<file path="config.mk">
export PLATFORM = sky130hd
export DESIGN_NAME = interval_timer
export DESIGN_NICKNAME = d
export VERILOG_FILES = /design/src/hdl/interval_timer.sv
export VERILOG_INCLUDE_DIRS = /design/src /design/src/include
export SDC_FILE = /design/constraint.sdc
export NUM_CORES = 1
export LEC_CHECK = 0
export BUFFER_PORTS_ARGS = -buffer_cell sky130_fd_sc_hd__buf_2
export CORE_UTILIZATION = 53
export DETAILED_ROUTE_END_ITERATION = 8
export PLACE_DENSITY = 0.76
export SYNTH_ARGS = -nofsm -noshare
export SYNTH_HDL_FRONTEND = slang
export SYNTH_SLANG_ARGS = --single-unit
</file>
<file path="constraint.sdc">
create_clock -name clk -period 2.3 [get_ports clk]
set_input_delay 0.345 -clock clk [delete_from_list [all_inputs] [get_ports clk]]
set_output_delay 0.345 -clock clk [all_outputs]
set_load 0.005 [all_outputs]
</file>
<file path="src/include/forth_defines.svh">
`ifndef FORTH_DEFINES_SVH
`define FORTH_DEFINES_SVH

// data word, RAM word and instruction width
`define FORTH_WORD 16

// program ROM and data RAM address widths
`define ROM_BITS 8
`define RAM_BITS 8

// region select is addr[MEM_SEL_LSB+2:MEM_SEL_LSB]
`define MEM_SEL_LSB 9

`define STACK_DEPTH 8

// clk cycles per timer tick
`define TIMER_PRESCALE 4

`endif

</file>
<file path="src/hdl/interval_timer.sv">
`timescale 1ns/1ps
`include "forth_defines.svh"

module interval_timer (
    input  logic                   clk,
    input  logic                   reset,
    input  logic                   timer_load,
    input  logic [`FORTH_WORD-1:0] load_value,
    input  logic                   interrupt_ack,
    output logic                   interrupt
);
    localparam int PRE_W = (`TIMER_PRESCALE > 1) ? $clog2(`TIMER_PRESCALE) : 1;

    logic [PRE_W-1:0]       prescale;
    logic [`FORTH_WORD-1:0] count;
    logic                   armed;
    logic                   tick;

    assign tick = armed && (prescale == PRE_W'(`TIMER_PRESCALE - 1));

    always_ff @(posedge clk) begin
        if (reset) begin
            prescale  <= '0;
            count     <= '0;
            armed     <= 1'b0;
            interrupt <= 1'b0;
        end else begin
            if (interrupt_ack) begin
                interrupt <= 1'b0;
            end
            if (timer_load) begin
                // zero disarms
                count    <= load_value;
                armed    <= (load_value != '0);
                prescale <= '0;
            end else if (armed) begin
                prescale <= tick ? '0 : prescale + 1'b1;
                if (tick) begin
                    count <= count - 1'b1;
                    if (count == 1) begin
                        armed     <= 1'b0;
                        interrupt <= 1'b1;
                    end
                end
            end
        end
    end

endmodule

</file>
==> run metrics <==
Comb pwr share=between 10 and 15%; reg2reg start=count[6]; final hold vios=0; R2R Path End=count[15]; HP Class=input pin to flip-flop; #FFs+latches synth=20; P_sw=between 0.15 and 0.2 mW; unique cell type count in the Yosys netlist=27; Worst-Skew Late Latency=0.31 ns; CP bufs+invs=0; vias per inst=5.75; fraction of layout cells with a size suffix above 1=between 20% and 30%; Yosys top cell area share=37.1%; WL/cell=between 10 and 15 µm; status=finished, final reports clean; WHS Path Cells=3; CTS clk-pin slew, worst paths=0.12 ns; fillcell total=169; CTS tree=yes; CP endpoint kind=flip-flop; CTS hold repair buffers=0; TritonCTS Sinks=20; cell taking the most area after synthesis=dfxtp_1; GRT overflow=0; vias in the first global route=859; Int Power=0.597 mW; Req. time, crit path=2.53 ns; Crit Path Class=flip-flop to flip-flop; FF-to-FF setup slack=0.14 ns; initial antenna violation count=0; Final nets=between 150 and 200; area post-placement=0.00118 mm²; Area Overhead vs Synth=14.3%; DR vias=about 980; Clock Skews=0.00756 ns; Arr. time, crit path=2.39 ns; power per cell area=640 mW/mm²; Leak=0.455 nW; unrepaired setup endpoints after global routing=false; H-tree levels=1; fmax=between 400 and 500 MHz; critical path startpoint category=flip-flop; Seq/Total Area, Yosys=37.1%; initial DRC count=24; Pre-antenna DRT Iters=4; multi-input logic area=616 µm²; num ports=21; reg2reg path depth=4; ANT nets after route=0; synth warn=0; CP max stage cell=or4_1; fraction of registers with async set/reset=0%; CP dominant cell by count=or4_1; max capacitance violation total=0; Mapped Area=0.00108 mm²; count leader, synth=dfxtp_1; Die Y=47.1 µm; Reg area=about 400 µm²; syn_nets=152; number of remaining DRC errors=0; core area=0.00182 mm²; Synth Instances=129; PortBufs=20; total CTS buffers=3; worst-path maximum fanout=6; Post CTS Setup Buffer Count=0; global-route wire length before repair=3740 µm; Top FF cell, synth=dfxtp_1; min cycle time layout=2.16 ns; Detail Placement HPWL=1690 µm; total track usage=24.7%; post-CTS sizing=0; Synth area leaders=dfxtp_1 (37%), xnor2_1 (11%), nor4_1 (5.8%); TNS Setup=0 ns; clk root buf=clkbuf_4; gpl congestion=0.807; die width=~47 µm; Slew Viols, Final=0; Initial Util=59.3%; HP Start=load_value[2]; Sw Ratio=24.5%; delay-heaviest family, CP=simple AND/OR/NAND/NOR gates; Final Cell Area=0.00123 mm²; WHS=0.292 ns; Std-Cell Rows=15; CP Cell Sequence=or4_1, or2_4, or4_1, a311oi_1; Syn Area/Cell=8.37 µm²; Clk network pwr share=between 30% and 40%; Slew @ Worst Pin=0.414 ns; Antenna Cells=0; Reg power frac=49.1%; largest net degree at the start of global routing=19; Max stage delay on crit path=0.66 ns; maximum vdd drop=404 µV; WL final=between 2000 and 2500 µm; CTS max path bufs=2; endpoints failing setup=0; Post-synth EDFFs=0; Hold EP=count[2]; Tcrit/Tclk final=94.0%; Post-synth top cells=dfxtp_1 (20), xnor2_1 (13), nor2_1 (12); worst rel slew slack=72.3%; Total Die Area=0.00222 mm²
## through the flow
| stage | instances | setup WS [ns] | power [mW] | util (%) |
|---|---|---|---|---|
| floorplan | 129 | 0.241 | 0.470 | - |
| global placement | 166 | 0.255 | 0.501 | 64.9 |
| detailed placement | 166 | 0.201 | 0.504 | 64.9 |
| CTS | 170 | 0.150 | 0.790 | 67.8 |
| global route | 170 | 0.0448 | 0.820 | 67.8 |
| finish | 170 | 0.137 | 0.790 | 67.8 |
## metal layers
layer,GRT usage [%],part of all wire [%],vias up
li1,-,-,504
met1,32.5,48,446
met2,38.9,46,22
met3,4.62,4.0,5
met4,12.0,1.5,0
met5,0,0,-
## placed cells by master, fill, tap and decap left out, types with 2 or more instances in the layout
master,n
xnor2_1,13
dfxtp_1,20
or2_2,3
nand2_1,5
a211oi_1,8
buf_4,2
o21ai_0,4
a21oi_1,10
nor4_1,10
buf_2,20
clkbuf_4,3
nor2_1,12
nor3_1,7
ha_1,3
a311oi_1,3
or4_1,5
inv_1,5
## power by group through the flow
stage               combinational (mW)  clock [mW]  sequential [mW]
finish                           0.111       0.291            0.388
global placement                 0.107           0            0.394
detailed placement               0.109           0            0.395
global route                     0.124       0.305            0.391
floorplan                       0.0823           0            0.388
CTS                              0.110       0.292            0.388
## final cells by class
class                      count  area share (%)
multi-input combinational     94            49.9
inverter                       5            1.52
tap                           25            2.54
clock inverter                 1            2.43
clock buffer                   3            1.83
timing repair buffer          22            9.33
sequential                    20            32.5
## flip-flops by register name (all words and copies together), names as in the netlist
name / count
count: 16
prescale: 2
armed: 1
interrupt: 1
## kinds of logic after synthesis
group	after synthesis	synth area share (%)
AOI/OAI and AO/OA	28	16.9
xor gates and xnor gates	13	10.5
adders and majority gates	3	3.48
buffers and inverters	15	5.91
DFF	20	37.1
muxes	1	0.927
and+or+nand+nor	49	25.1
## worst max-delay path by stage
stage	from	endpoint	slack [ns]	depth (start not counted)
2_1_floorplan	count[2]	count[15]	0.24	5
3_3_place_gp	count[6]	count[15]	0.26	4
3_5_place_dp	count[6]	count[15]	0.20	4
4_1_cts	count[6]	count[15]	0.15	4
5_1_grt	count[6]	count[15]	0.04	4
6_report	count[6]	count[15]	0.14	4
## tightest hold or removal path, delay by kind of cell
kind                   cells  cell delay (ns)
buffers and inverters      1             0.10
and+or+nand+nor            1             0.06
AOI/OAI and AO/OA          1             0.05
No activity file was read; power rests on OpenSTA's default activity.
