[src/include/forth_defines.svh]
`ifndef FORTH_DEFINES_SVH
`define FORTH_DEFINES_SVH

// data word, RAM word and instruction width
`define FORTH_WORD 16

// program ROM and data RAM address widths
`define ROM_BITS 8
`define RAM_BITS 8

// region select is addr[MEM_SEL_LSB+2:MEM_SEL_LSB]
`define MEM_SEL_LSB 9

`define STACK_DEPTH 8

// clk cycles per timer tick
`define TIMER_PRESCALE 4

`endif

[src/hdl/forth_pkg.sv]
`include "forth_defines.svh"

package forth_pkg;

    typedef enum logic [3:0] {
        OP_LIT   = 4'd0,
        OP_ADD   = 4'd1,
        OP_SUB   = 4'd2,
        OP_AND   = 4'd3,
        OP_XOR   = 4'd4,
        OP_DUP   = 4'd5,
        OP_DROP  = 4'd6,
        OP_SWAP  = 4'd7,
        OP_FETCH = 4'd8,
        OP_STORE = 4'd9,
        OP_JZ    = 4'd10,
        OP_JMP   = 4'd11,
        OP_WFI   = 4'd12,
        OP_HLT   = 4'd13
    } opcode_e;

    typedef enum logic [2:0] {
        S_FETCH,
        S_EXECUTE,
        S_MEMORY,
        S_WAIT,
        S_HALT,
        S_ERROR
    } cpu_state_e;

    typedef struct packed {
        logic                   valid;
        logic                   write;
        logic [`FORTH_WORD-1:0] addr;
        logic [`FORTH_WORD-1:0] wdata;
    } mem_req_t;

    typedef struct packed {
        logic                   ready;
        logic                   error;
        logic [`FORTH_WORD-1:0] rdata;
    } mem_rsp_t;

    typedef struct packed {
        logic                   en;
        logic [`ROM_BITS-1:0]   addr;
        logic [`FORTH_WORD-1:0] data;
    } rom_write_t;

endpackage

[src/hdl/memory_bus.sv]
`timescale 1ns/1ps
`include "forth_defines.svh"

module memory_bus (
    input  logic                   clk,
    input  logic                   reset,
    input  forth_pkg::mem_req_t    mem_req,
    output forth_pkg::mem_rsp_t    mem_rsp,
    output logic                   timer_load,
    output logic [`FORTH_WORD-1:0] timer_value,
    output logic [`FORTH_WORD-1:0] port_out,
    output logic                   port_valid
);
    localparam logic [2:0] REGION_RAM   = 3'd0;
    localparam logic [2:0] REGION_TIMER = 3'd4;
    localparam logic [2:0] REGION_PORT  = 3'd7;

    logic [`FORTH_WORD-1:0] ram [0:(1<<`RAM_BITS)-1];
    logic [2:0]             region;
    logic [`RAM_BITS-1:0]   ram_addr;
    logic                   accept;
    logic                   mapped;
    logic                   ready_q;
    logic                   error_q;
    logic [`FORTH_WORD-1:0] rdata_q;

    assign region   = mem_req.addr[`MEM_SEL_LSB+2:`MEM_SEL_LSB];
    assign ram_addr = mem_req.addr[`RAM_BITS-1:0];
    assign mapped   = (region == REGION_RAM) || (region == REGION_TIMER) ||
                      (region == REGION_PORT);
    // only the first cycle of a request is taken, not the held cycle after ready
    assign accept   = mem_req.valid && !ready_q;
    assign mem_rsp  = '{ready: ready_q, error: error_q, rdata: rdata_q};

    // read before write on the same address
    always_ff @(posedge clk) begin
        if (accept) begin
            if (region == REGION_RAM && mem_req.write) begin
                ram[ram_addr] <= mem_req.wdata;
            end
            rdata_q <= (region == REGION_RAM) ? ram[ram_addr] : '0;
            if (region == REGION_TIMER && mem_req.write) begin
                timer_value <= mem_req.wdata;
            end
        end
    end

    always_ff @(posedge clk) begin
        if (reset) begin
            ready_q    <= 1'b0;
            error_q    <= 1'b0;
            timer_load <= 1'b0;
            port_valid <= 1'b0;
            port_out   <= '0;
        end else begin
            ready_q    <= accept;
            error_q    <= accept && !mapped;
            timer_load <= accept && mem_req.write && (region == REGION_TIMER);
            port_valid <= accept && mem_req.write && (region == REGION_PORT);
            if (accept && mem_req.write && region == REGION_PORT) begin
                port_out <= mem_req.wdata;
            end
        end
    end

    // the master still holds its request when ready comes back
    a_valid_held_to_ready: assert property (@(posedge clk) disable iff (reset)
        mem_rsp.ready |-> mem_req.valid);

endmodule

[config.mk]
export PLATFORM = sky130hd
export DESIGN_NAME = memory_bus
export DESIGN_NICKNAME = d
export VERILOG_FILES = /design/src/hdl/forth_pkg.sv /design/src/hdl/memory_bus.sv
export VERILOG_INCLUDE_DIRS = /design/src /design/src/include
export SDC_FILE = /design/constraint.sdc
export NUM_CORES = 2
export LEC_CHECK = 0
export BUFFER_PORTS_ARGS = -buffer_cell sky130_fd_sc_hd__buf_2
export CAP_MARGIN = 10
export CORE_ASPECT_RATIO = 1.75
export CORE_MARGIN = 3
export CORE_UTILIZATION = 45
export DETAILED_ROUTE_END_ITERATION = 7
export GPL_ROUTABILITY_DRIVEN = 0
export GPL_TIMING_DRIVEN = 1
export HOLD_SLACK_MARGIN = 0.06
export SLEW_MARGIN = 20
export SYNTH_ARGS = -nofsm -noshare
export SYNTH_HDL_FRONTEND = slang
export SYNTH_SLANG_ARGS = --single-unit
[constraint.sdc]
create_clock -name clk -period 8.7 [get_ports clk]
set_clock_uncertainty 0.05 [all_clocks]
set_input_delay 0.87 -clock clk [delete_from_list [all_inputs] [get_ports clk]]
set_output_delay 0.87 -clock clk [all_outputs]
set_load 0.02 [all_outputs]
==> flow_summary_export.csv <==
group,metric,value,unit
die,rows,288,
detailed_routing,vias_per_cell,5.94,
timing,hold_ws,324,ps
die,die-width,455,um
timing,worst-slew-pin-transition,1330,ps
synth,synth_top_cell_by_area,"edfxtp_1",
synth,syn_area,0.159,mm^2
synth,synth.distinct_cells,48,
grt,overflow,0,
timing,setup_tns,0,ps
synth,synth-seq-cells,4148,
worst_setup_path,cp.arrival,5840,ps
power_and_ir_drop,combPwrFrac,4.1,%
synth,ys_seq_area_share,78.2,%
die,start_util,45.2,%
synth,syn_area_per_cell,20.2,um^2
synth,syn_nets,7909,
timing,max_freq,191,MHz
grt,grt_pass1_wl,594,mm
placement,port-buffer-count,82,
timing,min_period_over_period,60.0,%
die,die_h,792,um
power_and_ir_drop,leakagePower,57.7,nW
detailed_routing,wl_per_cell,31.9,um
grt,grt_usage,23.1,%
clocking,cts_buffers,352,
detailed_routing,drt_wl_total,421,mm
timing,setup_viol,0,
clocking,cts_hold_repair.buffers,0,
status,outcome,"finished clean",
clocking,ctsResizeCount,0,
clocking,cts_tree,"built",
timing,rsz0062_at_grt,"false",
detailed_routing,vias,78400,
detailed_routing,ant_nets,0,
synth,ys.flop_type,"edfxtp_1",
die,core_area,0.352,mm^2
timing,slew_viol_final,0,
power_and_ir_drop,seq_power_share,55.4,%
power_and_ir_drop,switching_power,8.21,mW
worst_setup_path,cp_data_required_time,9320,ps
grt,grt_pass1_vias,80500,
synth,synthTopCellsByCount,"4128 x edfxtp_1, 951 x mux2i_1, 541 x mux4_2",
timing,min_period,5220,ps
detailed_routing,first_iter_violations,7611,
timing,relSlewSlack,11.2,%
power_and_ir_drop,powerDensity,222,mW/mm^2
synth,synthCells,7873,
placement,dp_hpwl,251,mm
clocking,clock_latency,900,ps
clocking,cts.clk_slew.worst_paths,80,ps
timing,worst_slack,3480,ps
clocking,cts_max_level,5,
synth,synth_top_area_share,78.0,%
min_path,min_path_type,"input port to register",
die,die_area,0.361,mm^2
timing,finalHoldViolCount,0,
layout,nNetsFinal,8307,
clocking,clock-sinks,4148,
clocking,clock-root-buffer,"clkbuf_16",
die,ios,88,
placement,pre_cts_slack,2500,ps
layout,post-route-util,50.7,%
synth,yosysWarnings,0,
power_and_ir_drop,p_total,39.6,mW
grt,grt_max_degree,181,
synth,synth_edf_count,4128,
power_and_ir_drop,p_int,31.4,mW
detailed_routing,drc_errors,0,
synth,synthTopCellsByArea,"edfxtp_1 78%, mux4_2 7.7%, mux2i_1 6.0%",
power_and_ir_drop,clkPwrFrac,40.5,%
power_and_ir_drop,switching_share,20.7,%
run,drv_cap,0,
synth,async_reset_ff_share,0,%
worst_setup_path,worst_setup_path_start_kind,"input port",
worst_setup_path,worstSetupPathType,"input port to register",
grt,antenna_found_initial,22,
power_and_ir_drop,ir_drop,0.199,mV
clocking,clockBufferDepth,4,
worst_setup_path,worstPathMaxFanout,20,
clocking,post_cts_buffers,0,
synth,yosysMostFrequentCell,"edfxtp_1",
worst_setup_path,end_kind,"register",
layout,areaGrowthSynthToFinish,12.2,%
layout,drive_gt1_share,19.0,%
detailed_routing,first_pass_iters,5,
## worst max-delay path, cell delays in order
cell and delay, ps:
buf_2 470, or4b_2 710, buf_4 430, buf_4 350
o22ai_1 140, nor4_1 750, o21ai_0 270, o31ai_2 850
nand4_1 460, or3_1 490
## sequential cells by signal (all words and copies together), names as in the netlist
signal       cells
ram           4096
port_out        16
rdata_q         16
timer_value     16
error_q          1
port_valid       1
ready_q          1
timer_load       1
## logic make-up (layout without fill, tap and decap cells)
| logic type | count (synthesis) | after routing | synth area share, % |
|---|---|---|---|
| AOI/OAI and AO/OA | 975 | 975 | 4.27 |
| buffers and inverters | 528 | 1195 | 1.64 |
| DFF | 4148 | 4148 | 78.2 |
| muxes | 1492 | 1492 | 13.7 |
| other | 0 | 18 | 0 |
| and+or+nand+nor | 730 | 730 | 2.23 |
## worst paths after layout
kind	from	to	slack (ps)	cells past startpoint
hold reg to reg	port_out[12]	port_out[12]	400	2
hold / removal	mem_req[7]	ram[148][7]	320	1
setup reg to reg	ready_q	ram[63][15]	4480	7
setup / recovery	mem_req[21]	rdata_q[3]	3480	10
## power groups by stage
| stage | combinational, mW | sequential, mW | clock [mW] |
|---|---|---|---|
| finish | 1.63 | 22.0 | 16.0 |
| global route | 1.72 | 22.0 | 17.0 |
| CTS | 1.64 | 22.0 | 16.3 |
| detailed placement | 1.64 | 22.4 | 0 |
| global placement | 1.60 | 22.4 | 0 |
| floorplan | 0.869 | 22.4 | 0 |
## cells in the final DEF, fill, tap and decap left out, drive strengths merged, types with 80 or more instances in the layout
cell type,netlist,layout
a221o,128,128
clkbuf,196,425
nor2b,86,86
buf,264,504
inv,68,83
a22oi,156,156
a21oi,144,144
o21ai,80,80
nor2,293,293
clkinv,0,120
mux2i,951,951
mux4,541,541
edfxtp,4128,4128
o22ai,256,256
nand2,157,157
## per-layer routing
metal  track usage, %  up-vias  share of wire, %
met3             2.74      729               5.1
met4             13.5        2               6.9
met2             40.8     2603                53
met1             27.0    41700                36
met5                0        -            0.0033
li1                 -    33300                 -
## metrics by stage
step                std cells  area [um^2]
floorplan                7873       159000
global placement        12600       167000
detailed placement      12600       167000
CTS                     13200       178000
global route            13200       178000
finish                  13200       178000
## layout make-up
cell class	count	area, um^2
Fill cell	28100	173000
Antenna cell	18	45.0
Sequential cell	4148	124000
Multi-Input combinational cell	3197	32400
Inverter	68	255
Tap cell	4640	5810
Timing Repair Buffer	504	4090
Clock inverter	198	2230
Clock buffer	425	9250
No activity file was read; power rests on OpenSTA's default activity.
